[config.mk]
export PLATFORM = sky130hd
export DESIGN_NAME = l2_dbg_top
export DESIGN_NICKNAME = d
export VERILOG_FILES = /design/src/hdl/l2_dbg_pkg.sv /design/src/hdl/dbg_word_fmt.sv /design/src/hdl/dbg_rptr.sv /design/src/hdl/dbg_capture.sv /design/src/hdl/l2_dbg_top.sv
export VERILOG_INCLUDE_DIRS = /design/src /design/src/hdl
export SDC_FILE = /design/constraint.sdc
export NUM_CORES = 1
export LEC_CHECK = 0
export BUFFER_PORTS_ARGS = -buffer_cell sky130_fd_sc_hd__buf_2
export CAP_MARGIN = 20
export CORE_MARGIN = 4
export CORE_UTILIZATION = 35
export DETAILED_ROUTE_END_ITERATION = 8
export GPL_ROUTABILITY_DRIVEN = 1
export GPL_TIMING_DRIVEN = 0
export HOLD_SLACK_MARGIN = 0.08
export SETUP_SLACK_MARGIN = 0.1
export SLEW_MARGIN = 10
export SYNTH_ARGS = -nofsm -noshare
export SYNTH_HDL_FRONTEND = slang
export SYNTH_SLANG_ARGS = --single-unit
[constraint.sdc]
create_clock -name rclk -period 3.55 [get_ports rclk]
set_clock_uncertainty 0.15 [all_clocks]
set_input_delay 0 -clock rclk [delete_from_list [all_inputs] [get_ports rclk]]
set_output_delay 0 -clock rclk [all_outputs]
set_load 0.01 [all_outputs]
[src/hdl/l2_dbg_cfg.svh]
// Sizing macros for the L2 debug-bus subsystem
// Included by every RTL and bench file that sizes a bus or a counter
// A debug bus is `L2_DBG_DATA_W + 1 bits, valid on top

`ifndef L2_DBG_CFG_SVH
`define L2_DBG_CFG_SVH

// Debug word data width, valid bit sits just above it
`define L2_DBG_DATA_W 40

// Payload field below the bank index and the mode code
`define L2_DBG_PAY_W (`L2_DBG_DATA_W - 4)

// Bank count, the repeater tree is built for exactly four
`define L2_DBG_NBANK 4

// Bank event address width
`define L2_DBG_EVT_W 32

// Per-bank event counter and capture drop counter, both saturate
`define L2_DBG_CNT_W 16

`endif

[src/hdl/l2_dbg_pkg.sv]
// Shared types for the L2 debug-bus subsystem
// Holds the debug mode and the capture handshake states
// Modules name these types in their headers and import the rest in the body

package l2_dbg_pkg;

  // Debug mode, shared by all bank formatters
  // The code also lands in bits 37:36 of every debug word
  typedef enum logic [1:0] {
    // No words produced
    MODE_OFF   = 2'd0,
    // Event address in the payload
    MODE_ADDR  = 2'd1,
    // Hit flag in bit 35, address below it
    MODE_HIT   = 2'd2,
    // Running event count after this event
    MODE_COUNT = 2'd3
  } dbg_mode_e;

  // Capture block states for the four-phase host handshake
  typedef enum logic [1:0] {
    // Empty, a valid root word is loaded here
    CAP_IDLE = 2'd0,
    // Word owned, req high, waiting for ack
    CAP_REQ  = 2'd1,
    // Req dropped, waiting for the host to drop ack
    CAP_REL  = 2'd2
  } cap_state_e;

  // Encoding 2'd3 of cap_state_e is unused
  // The capture FSM returns to CAP_IDLE from it

endpackage

[src/hdl/dbg_word_fmt.sv]
// Per-bank debug word formatter
// Turns one bank event strobe into one registered 41-bit debug word
// Layout is bank index in 39:38, mode code in 37:36, payload in 35:0
// One instance per bank, bank_id tied at the top level

`timescale 1ns/1ps

`include "l2_dbg_cfg.svh"

module dbg_word_fmt (
  input  logic                                rclk,
  input  logic                                rst_n,
  input  logic [$clog2(`L2_DBG_NBANK)-1:0]    bank_id,
  input  l2_dbg_pkg::dbg_mode_e               mode,
  input  logic                                evt,
  input  logic [`L2_DBG_EVT_W-1:0]            addr,
  input  logic                                hit,
  output logic [`L2_DBG_DATA_W:0]             dbgbus
);

  import l2_dbg_pkg::*;

  // Zero padding between the source fields and the payload width
  localparam int ADDR_PAD = `L2_DBG_PAY_W - `L2_DBG_EVT_W;
  localparam int HIT_PAD  = `L2_DBG_PAY_W - 1 - `L2_DBG_EVT_W;
  localparam int CNT_PAD  = `L2_DBG_PAY_W - `L2_DBG_CNT_W;

  // Running event count, value after the current event
  logic [`L2_DBG_CNT_W-1:0]  cnt_q;
  logic [`L2_DBG_CNT_W-1:0]  cnt_nxt;

  // An event only counts and only makes a word when tracing is on
  logic                      evt_act;

  // Payload and full word before the register
  logic [`L2_DBG_PAY_W-1:0]  payload;
  logic [`L2_DBG_DATA_W-1:0] word_d;

  // Registered word and its valid bit
  logic [`L2_DBG_DATA_W-1:0] word_q;
  logic                      vld_q;

  assign evt_act = evt && (mode != MODE_OFF);

  // Saturate at all ones
  always_comb begin
    if (cnt_q == {`L2_DBG_CNT_W{1'b1}}) begin
      cnt_nxt = cnt_q;
    end else begin
      cnt_nxt = cnt_q + 1'b1;
    end
  end

  always_ff @(posedge rclk or negedge rst_n) begin
    if (!rst_n) begin
      cnt_q <= '0;
    end else if (evt_act) begin
      cnt_q <= cnt_nxt;
    end
  end

  // Mode decode into the payload field
  always_comb begin
    case (mode)
      MODE_ADDR: begin
        payload = {{ADDR_PAD{1'b0}}, addr};
      end
      MODE_HIT: begin
        // Hit flag on the top payload bit
        payload = {hit, {HIT_PAD{1'b0}}, addr};
      end
      MODE_COUNT: begin
        payload = {{CNT_PAD{1'b0}}, cnt_nxt};
      end
      default: begin
        payload = '0;
      end
    endcase
  end

  // Bank index, then mode code, then payload
  assign word_d = {bank_id, mode, payload};

  // Valid for exactly one cycle per active event
  always_ff @(posedge rclk or negedge rst_n) begin
    if (!rst_n) begin
      vld_q <= 1'b0;
    end else begin
      vld_q <= evt_act;
    end
  end

  // Word data holds its last value between events
  always_ff @(posedge rclk) begin
    if (evt_act) begin
      word_q <= word_d;
    end
  end

  assign dbgbus = {vld_q, word_q};

endmodule

[src/hdl/dbg_rptr.sv]
// Registered 2:1 debug-bus repeater
// Input 0 wins whenever its valid bit is set, input 1 is lost that cycle
// Output valid is the OR of both input valid bits, one cycle later

`timescale 1ns/1ps

`include "l2_dbg_cfg.svh"

module dbg_rptr (
  input  logic                      rclk,
  input  logic                      rst_n,
  input  logic [`L2_DBG_DATA_W:0]   dbgbus_b0,
  input  logic [`L2_DBG_DATA_W:0]   dbgbus_b1,
  output logic [`L2_DBG_DATA_W:0]   dbgbus_out
);

  // Selected data before the flop
  logic [`L2_DBG_DATA_W-1:0] data_d;
  logic                      vld_d;

  // Repeater stage registers
  logic [`L2_DBG_DATA_W-1:0] data_q;
  logic                      vld_q;

  // Priority mux on the b0 valid bit
  assign data_d = dbgbus_b0[`L2_DBG_DATA_W] ? dbgbus_b0[`L2_DBG_DATA_W-1:0]
                                            : dbgbus_b1[`L2_DBG_DATA_W-1:0];

  // Valid merge, a collision still yields one valid word
  assign vld_d = dbgbus_b0[`L2_DBG_DATA_W] | dbgbus_b1[`L2_DBG_DATA_W];

  always_ff @(posedge rclk or negedge rst_n) begin
    if (!rst_n) begin
      vld_q <= 1'b0;
    end else begin
      vld_q <= vld_d;
    end
  end

  // Data flops load every cycle, qualified downstream by valid
  always_ff @(posedge rclk) begin
    data_q <= data_d;
  end

  assign dbgbus_out = {vld_q, data_q};

endmodule

[src/hdl/dbg_capture.sv]
// Root capture block for the debug-bus tree
// Holds one debug word and offers it to the host with a four-phase req/ack
// Words arriving while a word is owned are dropped and counted
// dbg_req rises at the edge that loads the word

`timescale 1ns/1ps

`include "l2_dbg_cfg.svh"

module dbg_capture (
  input  logic                        rclk,
  input  logic                        rst_n,
  input  logic [`L2_DBG_DATA_W:0]     dbgbus,
  input  logic                        dbg_ack,
  output logic                        dbg_req,
  output logic [`L2_DBG_DATA_W-1:0]   dbg_data,
  output logic [`L2_DBG_CNT_W-1:0]    dbg_drop_cnt
);

  import l2_dbg_pkg::*;

  cap_state_e                state_q;
  cap_state_e                state_d;

  // Root word valid bit
  logic                      bus_vld;

  // Load into the holding register, or lose the word
  logic                      load;
  logic                      drop;

  // Owned word, stable from load until the next load
  logic [`L2_DBG_DATA_W-1:0] data_q;

  logic [`L2_DBG_CNT_W-1:0]  drop_q;

  assign bus_vld = dbgbus[`L2_DBG_DATA_W];

  // Only an idle capture takes a word
  assign load = bus_vld && (state_q == CAP_IDLE);
  assign drop = bus_vld && (state_q != CAP_IDLE);

  // Four-phase handshake FSM
  always_comb begin
    state_d = state_q;
    case (state_q)
      CAP_IDLE: begin
        if (load) begin
          state_d = CAP_REQ;
        end
      end
      CAP_REQ: begin
        // Host has the word, drop req
        if (dbg_ack) begin
          state_d = CAP_REL;
        end
      end
      CAP_REL: begin
        // Wait out the host's ack release before the next word
        if (!dbg_ack) begin
          state_d = CAP_IDLE;
        end
      end
      default: begin
        state_d = CAP_IDLE;
      end
    endcase
  end

  always_ff @(posedge rclk or negedge rst_n) begin
    if (!rst_n) begin
      state_q <= CAP_IDLE;
    end else begin
      state_q <= state_d;
    end
  end

  // Req straight off the state register, no combinational path from ack
  assign dbg_req = (state_q == CAP_REQ);

  // Holding register, written only on load
  always_ff @(posedge rclk) begin
    if (load) begin
      data_q <= dbgbus[`L2_DBG_DATA_W-1:0];
    end
  end

  assign dbg_data = data_q;

  // Drop counter, saturates at all ones
  always_ff @(posedge rclk or negedge rst_n) begin
    if (!rst_n) begin
      drop_q <= '0;
    end else if (drop && (drop_q != {`L2_DBG_CNT_W{1'b1}})) begin
      drop_q <= drop_q + 1'b1;
    end
  end

  assign dbg_drop_cnt = drop_q;

endmodule

[src/hdl/l2_dbg_top.sv]
// Top level of the L2 debug-bus subsystem
// Four bank formatters feed a two-level repeater tree into one capture block
// Bank pairs (0,1) and (2,3) merge first, pair (0,1) has priority at the root
// Event to dbg_req is four edges when capture is idle

`timescale 1ns/1ps

`include "l2_dbg_cfg.svh"

module l2_dbg_top (
  input  logic                        rclk,
  input  logic                        rst_n,
  input  l2_dbg_pkg::dbg_mode_e       dbg_mode,
  // Bank 0 events
  input  logic                        bank_evt_0,
  input  logic [`L2_DBG_EVT_W-1:0]    bank_addr_0,
  input  logic                        bank_hit_0,
  // Bank 1 events
  input  logic                        bank_evt_1,
  input  logic [`L2_DBG_EVT_W-1:0]    bank_addr_1,
  input  logic                        bank_hit_1,
  // Bank 2 events
  input  logic                        bank_evt_2,
  input  logic [`L2_DBG_EVT_W-1:0]    bank_addr_2,
  input  logic                        bank_hit_2,
  // Bank 3 events
  input  logic                        bank_evt_3,
  input  logic [`L2_DBG_EVT_W-1:0]    bank_addr_3,
  input  logic                        bank_hit_3,
  // Debug host side
  input  logic                        dbg_ack,
  output logic                        dbg_req,
  output logic [`L2_DBG_DATA_W-1:0]   dbg_data,
  output logic [`L2_DBG_CNT_W-1:0]    dbg_drop_cnt
);

  // Bank formatter buses
  logic [`L2_DBG_DATA_W:0] bus_b0;
  logic [`L2_DBG_DATA_W:0] bus_b1;
  logic [`L2_DBG_DATA_W:0] bus_b2;
  logic [`L2_DBG_DATA_W:0] bus_b3;

  // First repeater level
  logic [`L2_DBG_DATA_W:0] bus_01;
  logic [`L2_DBG_DATA_W:0] bus_23;

  // Root of the tree
  logic [`L2_DBG_DATA_W:0] bus_root;

  dbg_word_fmt i_fmt_0 (
    .rclk(rclk), .rst_n(rst_n), .bank_id(2'd0), .mode(dbg_mode),
    .evt(bank_evt_0), .addr(bank_addr_0), .hit(bank_hit_0), .dbgbus(bus_b0)
  );

  dbg_word_fmt i_fmt_1 (
    .rclk(rclk), .rst_n(rst_n), .bank_id(2'd1), .mode(dbg_mode),
    .evt(bank_evt_1), .addr(bank_addr_1), .hit(bank_hit_1), .dbgbus(bus_b1)
  );

  dbg_word_fmt i_fmt_2 (
    .rclk(rclk), .rst_n(rst_n), .bank_id(2'd2), .mode(dbg_mode),
    .evt(bank_evt_2), .addr(bank_addr_2), .hit(bank_hit_2), .dbgbus(bus_b2)
  );

  dbg_word_fmt i_fmt_3 (
    .rclk(rclk), .rst_n(rst_n), .bank_id(2'd3), .mode(dbg_mode),
    .evt(bank_evt_3), .addr(bank_addr_3), .hit(bank_hit_3), .dbgbus(bus_b3)
  );

  // Lower bank wins in each pair
  dbg_rptr i_rptr_01 (
    .rclk(rclk), .rst_n(rst_n),
    .dbgbus_b0(bus_b0), .dbgbus_b1(bus_b1), .dbgbus_out(bus_01)
  );

  dbg_rptr i_rptr_23 (
    .rclk(rclk), .rst_n(rst_n),
    .dbgbus_b0(bus_b2), .dbgbus_b1(bus_b3), .dbgbus_out(bus_23)
  );

  dbg_rptr i_rptr_root (
    .rclk(rclk), .rst_n(rst_n),
    .dbgbus_b0(bus_01), .dbgbus_b1(bus_23), .dbgbus_out(bus_root)
  );

  dbg_capture i_capture (
    .rclk(rclk), .rst_n(rst_n), .dbgbus(bus_root), .dbg_ack(dbg_ack),
    .dbg_req(dbg_req), .dbg_data(dbg_data), .dbg_drop_cnt(dbg_drop_cnt)
  );

endmodule

# == Word level (Yosys, flattened, before mapping) ==
# Index checks and enable logic that the tools add are counted.
# word_totals
inputBits,141
ff_bits,401
word_cells,68
# op_classes
mux,15
n_eq_ne,13
n_addsub,5
bitwise,3
reduce_logical,11
# op_table
op,count
case mux 36 bit (3 select lines),4
adder 16 x 1 -> 16 bit (second input constant),5
2-to-1 mux 39 bit,2
equality test 16 bit (second input constant),4
2-to-1 mux 16 bit,4
2-to-1 mux 40 bit,1
!= test 16 bit (second input constant),1
logical AND 1 bit,7
equality test 2 bit (second input constant),3
2-to-1 mux 2 bit,3
case mux 2 bit (3 select lines),1
equality test 2 x 1 -> 1 bit (second input constant),2
!= test 2 bit (second input constant),2
nonzero test 2 bit,2
bitwise OR 1 bit,3
AND reduction 3 bit,1
logical NOT 2 bit,1
!= test 2 x 1 -> 1 bit (second input constant),1

# == Logic depth before layout (Yosys ltp) ==
# Gate-level depths: netlist (run 1).
# depth
word_depth,4
mapped_depth,8
mapped_depth_nobuf,6

# == By module ==
# Synthesis (run 1) repeated with hierarchy kept, for this count alone.
# unflattened
hier_cells,1263
hier_area_um2,16881.2
# by_module_without_submodules
mod,n_inst,seq_area_each_um2,area_each_um2,cells_per_inst
dbg_word_fmt (i_fmt_2 ...),2,1536.5,2592.5,226
dbg_word_fmt (i_fmt_0 ...),2,1536.5,2512.4,212
dbg_rptr,3,825.8,1527.7,88
dbg_capture,1,1651.6,2080.7,121
l2_dbg_top,1,0.0,7.5,2

# == Worst setup path before layout (run 1) ==
# No wires, ideal clock.
# synth_path
path_type,reg2reg
from,register i_capture.state_q[0]
to,"register i_capture.data_q[0], in the netlist i_capture.dbg_data[0] (enable)"
setup_slack_ns,-0.305
arrival_time_ns,3.218
t_required_ns,2.913
setup_time_ns,0.487
path_stages_with_launch,2
path_buffers,0
path_cell_list,dfrtp_1 > nor3b_1
# synth_between
elab_chain_cells,2
# synth_lines
item,line,rtl
start: declaration,dbg_capture.sv:22,cap_state_e state_q;
start signal: assignment,dbg_capture.sv:74,state_q <= state_d;
logical NOT 2 bit,dbg_capture.sv:40,assign load = bus_vld && (state_q == CAP_IDLE);
logical AND 1 bit,dbg_capture.sv:40,
net i_capture.load,dbg_capture.sv:29,logic load;
end signal: assignment,dbg_capture.sv:84,data_q <= dbgbus[`L2_DBG_DATA_W-1:0];
end: declaration,dbg_capture.sv:33,logic [`L2_DBG_DATA_W-1:0] data_q;
# The timed path passes the listed nets, and every way through them passes these cells.
# A chain may end at the register's enable or synchronous reset.

# == Worst setup path after layout (run 1) ==
# layout_path
from,input dbg_mode[1]
to,"register i_fmt_2.word_q[7], data pin"
# layout_between
elab_chain_cells,2
word_cells_on_any_way,4
classes_between,3 x eq/ne; 1 x mux
# layout_lines
item,line,rtl
start: declaration,l2_dbg_top.sv:13,"input l2_dbg_pkg::dbg_mode_e dbg_mode,"
equality test 2 bit / equality test 2 x 1 -> 1 bit (equally long branches),dbg_word_fmt.sv:64,case (mode)
case mux 36 bit (3 select lines) *,dbg_word_fmt.sv:64,
net i_fmt_2.payload[7],dbg_word_fmt.sv:36,logic [`L2_DBG_PAY_W-1:0] payload;
end signal: assignment,dbg_word_fmt.sv:96,word_q <= word_d;
end: declaration,dbg_word_fmt.sv:40,logic [`L2_DBG_DATA_W-1:0] word_q;
# The timed path passes the listed nets; every way through them passes the cells marked *.

==> results of run 1 <==
==> flip-flops by register name, summed over array words and instances (netlist names) <==
signal / cells
i_fmt_3.vld_q: 1
i_fmt_0.cnt_q: 16
i_capture.state_q: 2
i_capture.dbg_data: 37
i_fmt_2.cnt_q: 16
i_fmt_0.word_q: 35
i_rptr_root.data_q: 37
i_rptr_23.data_q: 36
i_fmt_2.vld_q: 1
i_rptr_01.data_q: 36
i_fmt_2.word_q: 35
i_rptr_01.vld_q: 1
i_capture.dbg_drop_cnt: 16
i_rptr_root.vld_q: 1
i_fmt_3.word_q: 35
i_rptr_23.vld_q: 1
i_fmt_1.word_q: 35
i_fmt_0.vld_q: 1
i_fmt_1.vld_q: 1
i_fmt_3.cnt_q: 16
i_fmt_1.cnt_q: 16
==> area by class of cell <==
class                      instances  area (sq um)
tap                              585           732
inverter                          16          60.1
buffer                            64           268
clock buffer                      49          1100
fill                            3892         23000
clock inverter                    26           368
multi-input combinational        745          5170
sequential                       375          9720
timing repair buffer             346          2570
==> worst paths after layout <==
path | start | slack, ns | endpoint
worst min-delay path | bank_addr_1[20] | 0.13 | i_fmt_1.word_q[20]$_DFFE_PP_
min in group asynchronous | rst_n | 0.36 | i_fmt_2.cnt_q[3]$_DFFE_PN0P_
worst max register to register | i_fmt_1.cnt_q[0]$_DFFE_PN0P_ | 0.76 | i_fmt_1.word_q[6]$_DFFE_PP_
max in group asynchronous | rst_n | 2.55 | i_capture.dbg_drop_cnt[0]$_DFFE_PN0P_
worst min register to register | i_rptr_root.data_q[20]$_DFF_P_ | 0.25 | i_capture.dbg_data[20]$_DFFE_PP_
worst max-delay path | dbg_mode[1] | 0.65 | i_fmt_2.word_q[7]$_DFFE_PP_
==> cells in the final DEF (no fill, tap or decap), types with 6 or more instances in the layout <==
| cell | n |
|---|---|
| clkbuf_16 | 42 |
| o211ai_1 | 8 |
| nand2_1 | 79 |
| and3_1 | 22 |
| mux2i_1 | 12 |
| and4_1 | 10 |
| a211oi_1 | 13 |
| clkinvlp_4 | 6 |
| clkbuf_1 | 51 |
| dfxtp_1 | 109 |
| nand4_1 | 19 |
| a31oi_1 | 6 |
| edfxtp_1 | 177 |
| mux2_2 | 114 |
| nand3_1 | 27 |
| a21oi_1 | 37 |
| and2_1 | 75 |
| inv_1 | 12 |
| xnor2_1 | 55 |
| buf_2 | 204 |
| xor2_1 | 40 |
| nor3_1 | 18 |
| dlygate4sd3_1 | 143 |
| dfrtp_1 | 89 |
| nor2_1 | 43 |
| bufinv_16 | 8 |
| o21ai_0 | 96 |
==> cell usage after synthesis, types with 8 or more instances <==
cell type	n	area share
edfxtp_1	177	0.35
mux2_2	114	0.084
dfxtp_1	109	0.14
o21ai_0	96	0.032
dfrtp_1	89	0.15
nand2_1	79	0.020
and2_1	75	0.031
xnor2_1	55	0.032
clkbuf_1	46	0.011
nor2_1	43	0.011
xor2_1	40	0.023
a21oi_1	37	0.012
nand3_1	27	0.0089
and3_1	22	0.0091
nand4_1	19	0.0078
nor3_1	18	0.0059
inv_1	16	0.0039
a211oi_1	13	0.0064
mux2i_1	12	0.0079
buf_2	11	0.0036
and4_1	10	0.0058
o211ai_1	8	0.0039
==> where the power goes <==
part,switching [uW],internal (uW)
registers,410,5310
clock network,1780,2810
logic,1140,916
total,3330,9030
==> layer usage <==
metal | track usage | up-vias | share of wire
met5 | 0 | - | 0
met4 | 0.0527 | 0 | 0.027
met3 | 0.0322 | 69 | 0.053
met2 | 0.297 | 332 | 0.47
li1 | - | 5089 | -
met1 | 0.248 | 5295 | 0.45
==> through the flow <==
step           power (uW)  TNS, ns  worst slack, ns  area [sq um]  cells
6_report            12400        0            0.650         20000   2206
3_3_place_gp         7630    -8.54           -0.235         16900   1979
2_1_floorplan        6810        0             1.02         15200   1200
3_5_place_dp         7730        0            0.638         17100   1987
4_1_cts             12500        0            0.667         20000   2206
5_1_grt             12900        0            0.459         20000   2206
==> kinds of logic after synthesis <==
family                     Yosys count
adders and majority gates            7
buffers and inverters               80
and+or+nand+nor                    324
xor gates and xnor gates            95
muxes                              126
AOI/OAI and AO/OA                  190
other                                1
DFF                                375
==> worst max-delay path, stage by stage <==
cell and delay (ns):
dlygate4sd3_1 0.52, buf_2 0.30, nor2b_1 0.55, or2_2 0.22, clkbuf_1 0.33, clkbuf_1 0.53
buf_2 0.42, nand2_1 0.08, o21ai_1 0.13
==> what timing repair did <==
item	CTS	global route
gates resized for setup	0	0
hold buffers	144	0
hold endpoints to repair	265	0
==> reports/results.ini, run 1 <==
[drt]
dr.pass1.iters = 5
wl_per_cell_microns = 19.4
drc_errors = 0
via_per_inst = 4.89
wl_microns = 42900
first_iter_violations = 818
ant_nets = 0
vias = 10800

[synth]
yosys_warnings = 0
synth_seq_area_share = 0.640
synth_fa_ha_area_frac = 0.00543
synth_compound_area_frac = 0.0720
synth-edff-count = 177
syn_area_sq_um = 15200
synth_simple_gate_area_frac = 0.114
syn_area_per_cell_sq_um = 12.7
ys.flop_type = edfxtp_1
async_reset_ff_frac = 0.237
synthMuxAreaShare = 0.0923
synthXorXnorAreaFrac = 0.0547
ys_ff_latch = 375
syn_inst = 1198
ys_types = 57
synth_top_family_by_area = simple AND/OR/NAND/NOR gates

[global_route]
antenna_found_initial = 0
globalRouteOverflowTotal = 0
groute.usage.overall = 0.181
grt_max_degree = 59
first_global_vias = 10900
grt_first_pass_wirelength_microns = 65300

[clock_tree]
clkLatencyLatePin_ns = 0.55
numCtsBuffers = 41
clock-sinks = 375
clkTransAtPathRegs_ns = 0.06
cts_tree = built
postCtsSetupRepairBufs = 0
root_buffer = clkbuf_16
clk_path_buf_depth = 3
h-tree-depth = 2

[timing]
drv_slew = 0
tightest_slew_ns = 1.04
relSlewSlack = 0.297
hold_viol_final = 0
setup_viol = 0
period_needed_ns = 2.90
whs_ns = 0.129
fin_crit_sh = 0.817
rsz0062_at_grt = false
fmax_mhz = 345

[run_status]
status = complete, no violations

[pwr]
peakVddDrop_mv = 0.337
p_leak_uw = 0.00785
p_per_area_nw_per_um2 = 618

[worst_setup_path]
worstSetupPathType = in2reg
arrival_ns = 3.12
critPathRequiredTime_ns = 3.77
crit_path_end_kind = flip-flop
cp_max_fo = 10
cp-start-kind = primary input
ff2ff_path_depth = 8

[floorplan]
die_w_microns = 216
row_count = 76
core_sq_um = 43000
start_util = 0.354
ios = 198
fp.dieH_microns = 216
dieArea_sq_um = 46800

[job]
max-cap-violations = 0

[hold_path]
hold_path_class = in2reg
min_path_cells = 3

[placement]
gp_congestion = 0.895
hpwl_microns = 29800
portBuffers = 194

[cells_and_area]
fin_util = 0.465
drive_gt1_frac = 0.257
diodes = 0
finalNetCount = 1735
area_growth_pct = 31.5

(Power assumes the default switching activity.)
==> run 2: changes to the inputs <==
--- a/config.mk
+++ b/config.mk
@@ -6,6 +6,7 @@
 export SDC_FILE = /design/constraint.sdc
 export NUM_CORES = 1
 export LEC_CHECK = 0
+export ABC_AREA = 1
 export BUFFER_PORTS_ARGS = -buffer_cell sky130_fd_sc_hd__buf_2
 export CAP_MARGIN = 20
 export CORE_MARGIN = 4
==> constraint.sdc (replaced) <==
create_clock -name rclk -period 2.4 [get_ports rclk]
set_clock_uncertainty 0.15 [all_clocks]
set_input_delay 0 -clock rclk [delete_from_list [all_inputs] [get_ports rclk]]
set_output_delay 0 -clock rclk [all_outputs]
set_load 0.01 [all_outputs]
==> run 2 against run 1 <==
Compared with the run above: cell count is 29% higher; sequential power is 47% higher; sequential share of layout area is 1.6 points lower; non-clock buffer count is 2 lower; clock-buffer cell count is 5 higher; combinational power is 49% higher; core utilization is 0.15 points lower; synthesized area is 4.7% higher; largest cell class unchanged; highest routed layer unchanged.
==> reports/results.ini, run 2 <==
[synth]
syn_inst = 1827  ; +53%
syn_area_per_cell_sq_um = 8.72  ; -31%
ys_ff_latch = 375  ; unchanged
ys_types = 40  ; -30%
synth_seq_area_share = 0.611  ; -0.0288
synthMuxAreaShare = 0  ; -0.0923
synthXorXnorAreaFrac = 0.0182  ; -0.0366
yosys.area.top_type = edfxtp_1
synthTopCellsByCount = nand2_1 (840), edfxtp_1 (177), inv_1 (163), nor2_1 (154), dfxtp_1 (109)
yosysMostFrequentCell = nand2_1
yosysTopAreaCellShare = 0.334  ; -0.0158
synth-edff-count = 177  ; unchanged
synth_top_family_by_area = simple AND/OR/NAND/NOR gates
yosys_warnings = 0  ; unchanged
synth_compound_area_frac = 0.0157  ; -0.0563
syn_area_sq_um = 15900  ; +4.7%
async_reset_ff_frac = 0.237  ; unchanged
synth_fa_ha_area_frac = 0.00393  ; -0.00150
synth_simple_gate_area_frac = 0.290  ; +0.176
synth_area_leaders = edfxtp_1 (33%), nand2_1 (20%), dfrtp_1 (14%)
ys.flop_type = edfxtp_1

[floorplan]
start_util = 0.357  ; +0.00321
die_w_microns = 221  ; +2.2%
ios = 198  ; unchanged
row_count = 77  ; +1.3%
dieArea_sq_um = 49000  ; +4.5%
fp.dieH_microns = 221  ; +2.2%
core_sq_um = 44600  ; +3.8%

[worst_setup_path]
path_buf_inv = 1  ; -4
cp_max_fo = 8  ; -2
r2r-end = i_fmt_1.word_q[0]$_DFFE_PP_
ff2ff_path_depth = 9  ; +1
arrival_ns = 2.35  ; -0.77 ns
crit_top_cell = nand2_1
worstPathCellList = ha_1 > inv_1 > nor2_4 > nand2_4 > nor2_1 > nand2_1 > nand2_1 > nand3_1 > nand2_1
rrSetupSlack_ns = 0.32  ; -0.44 ns
max_stage_delay_ns = 0.47  ; -0.08 ns
critPathRequiredTime_ns = 2.67  ; -1.10 ns
worstSetupPathType = reg2reg
cp-start-kind = flip-flop
r2r-start = i_fmt_1.cnt_q[0]$_DFFE_PN0P_
crit_path_end_kind = flip-flop
cp.depth = 9  ; unchanged
crit_family = simple AND/OR/NAND/NOR gates
critPathSlowestCell = dfrtp_1

[timing]
whs_ns = 0.118  ; -0.0105 ns
relSlewSlack = 0.525  ; +0.228
fin_setup_tns_ns = 0  ; unchanged
tightest_slew_ns = 0.712  ; -0.331 ns
hold_viol_final = 0  ; unchanged
fin_crit_sh = 0.867
period_needed_ns = 2.08
fmax_mhz = 481
rsz0062_at_grt = false
setup_viol = 0  ; unchanged
drv_slew = 0  ; unchanged

[pwr]
p_leak_uw = 0.00993  ; +26%
pwr-share-clk = 0.363  ; -0.008
power_uw = 18000  ; +45%
power.switching_uw = 5140  ; +55%
p_sw_frac = 0.286  ; +0.0171
peakVddDrop_mv = 0.524  ; +55%
comb_power_share = 0.170  ; +0.004
pwr-share-seq = 0.467  ; +0.004
p_per_area_nw_per_um2 = 868  ; +40%
intPower_uw = 12800  ; +42%

[hold_path]
min_to = i_fmt_1.word_q[14]$_DFFE_PP_
min_path_cells = 4  ; +1
hp-start = bank_addr_1[14]
hold_path_class = in2reg

[clock_tree]
clkTransAtPathRegs_ns = 0.06  ; about the same
cts_tree = built
clkLatencyLatePin_ns = 0.56  ; about the same
h-tree-depth = 2  ; unchanged
numCtsBuffers = 41  ; unchanged
clk_path_buf_depth = 3  ; unchanged
root_buffer = clkbuf_16
post_cts_resized = 0  ; unchanged
postCtsSetupRepairBufs = 0  ; unchanged
clock-sinks = 375  ; unchanged

[drt]
ant_nets = 0  ; unchanged
via_per_inst = 4.54  ; -7.1%
first_iter_violations = 881  ; +7.7%
wl_microns = 45200  ; +5.5%
dr.pass1.iters = 5  ; unchanged
drc_errors = 0  ; unchanged
wl_per_cell_microns = 15.9  ; -18%
vias = 12900  ; +20%

[cells_and_area]
finalNetCount = 2364  ; +36%
mostFrequentLayoutCells = nand2_1 (840), buf_2 (216), edfxtp_1 (177), inv_1 (163), nor2_1 (153)
finalInstanceArea_sq_um = 20700  ; +3.4%
area_growth_pct = 29.9
drive_gt1_frac = 0.155  ; -0.102
instances_no_fill = 2845  ; +29%
mostFrequentLayoutCell = nand2_1

[global_route]
top_usage_layer = met2
grt_util_met1 = 0.235  ; -0.0128
first_global_vias = 13200  ; +21%
met3_usage = 0.0260  ; -0.00627
groute.usage.overall = 0.184  ; +0.00284
grt_first_pass_wirelength_microns = 71400  ; +9.4%
grt_max_degree = 47  ; -20%
globalRouteOverflowTotal = 0  ; unchanged
use_met2 = 0.308  ; +0.0107
antenna_found_initial = 2  ; +2

[placement]
portBuffers = 194  ; unchanged
hpwl_microns = 31500  ; +5.7%
place_area_sq_um = 17700  ; +3.7%
gp_congestion = 0.886  ; -1.1%
place_inst = 2617  ; +32%

[job]
max-cap-violations = 0  ; unchanged

[run_status]
status = complete, no violations

==> run 2: changes by cell type after synthesis, sizes merged, moves of 24 or more <==
| cell | previous run | this run |
|---|---|---|
| nand3 | 28 | 88 |
| a21oi | 37 | 3 |
| and2 | 75 | 1 |
| nor2 | 43 | 162 |
| clkbuf | 48 | 24 |
| inv | 16 | 169 |
| o21ai | 101 | 35 |
| xnor2 | 55 | 8 |
| mux2 | 114 | 0 |
| nand2 | 79 | 846 |
==> run 2: final cells by class <==
| class | count | area, sq um |
|---|---|---|
| inverters | 172 | 652 |
| plain buffers | 62 | 318 |
| repair buffers | 346 | 2580 |
| well taps | 592 | 741 |
| flip-flops and latches | 375 | 9720 |
| clock buffers | 54 | 1190 |
| multi-input cells | 1220 | 5250 |
| clock inverters | 22 | 230 |
| diodes | 2 | 5.00 |
| fillers | 4233 | 23900 |
==> run 2: kinds of logic after synthesis <==
| group | after synthesis |
|---|---|
| simple gates | 1133 |
| flops | 375 |
| buf+inv | 234 |
| compound gates | 46 |
| xor+xnor | 33 |
| fa+ha+maj | 5 |
| other cells | 1 |
==> run 2: power groups by stage <==
stage / Combinational (uW) / Clock (uW) / Sequential [uW]
detailed placement: 2880 / 0 / 8510
finish: 3060 / 6520 / 8380
global placement: 2760 / 0 / 8500
global route: 3460 / 6960 / 8490
floorplan: 1640 / 0 / 8480
CTS: 3080 / 6690 / 8380
==> run 2: per-stage QoR <==
stage          setup slack [ns]  utilization
4_1_cts                   0.349        0.462
5_1_grt                   0.167        0.464
3_3_place_gp             -0.336        0.396
2_1_floorplan             0.297            -
3_5_place_dp             -0.200        0.397
6_report                  0.320        0.464
==> run 2: repair_timing <==
item	in CTS	in global routing
endpoints found under the setup margin	0	0
endpoints found under the hold margin	296	0
hold buffers	147	0
==> run 2: per-layer routing <==
| metal | wire (microns) | vias up |
|---|---|---|
| met5 | 0 | - |
| met4 | 2140 | 0 |
| met3 | 2020 | 114 |
| met2 | 21600 | 351 |
| met1 | 19500 | 5971 |
| li1 | - | 6490 |
==> run 2: worst max-delay path by stage <==
stage	endpoint	startpoint	slack, ns
final	i_fmt_1.word_q[0]$_DFFE_PP_	i_fmt_1.cnt_q[0]$_DFFE_PN0P_	0.32
after global routing	i_fmt_1.word_q[0]$_DFFE_PP_	i_fmt_1.cnt_q[0]$_DFFE_PN0P_	0.17
after CTS	i_fmt_1.word_q[0]$_DFFE_PP_	i_fmt_1.cnt_q[0]$_DFFE_PN0P_	0.35
after detailed placement	i_fmt_0.word_q[31]$_DFFE_PP_	dbg_mode[0]	-0.20
after global placement	i_capture.dbg_data[21]$_DFFE_PP_	i_capture.state_q[1]$_DFFE_PN0P_	-0.34
after floorplan	i_capture.dbg_data[0]$_DFFE_PP_	i_capture.state_q[1]$_DFFE_PN0P_	0.30
==> run 2: worst reg2reg max path, delay by kind of cell (launching register included) <==
family | cells | cell delay [ns]
and+or+nand+nor | 7 | 0.97
DFF | 1 | 0.47
adders and majority gates | 1 | 0.27
buffers and inverters | 1 | 0.09
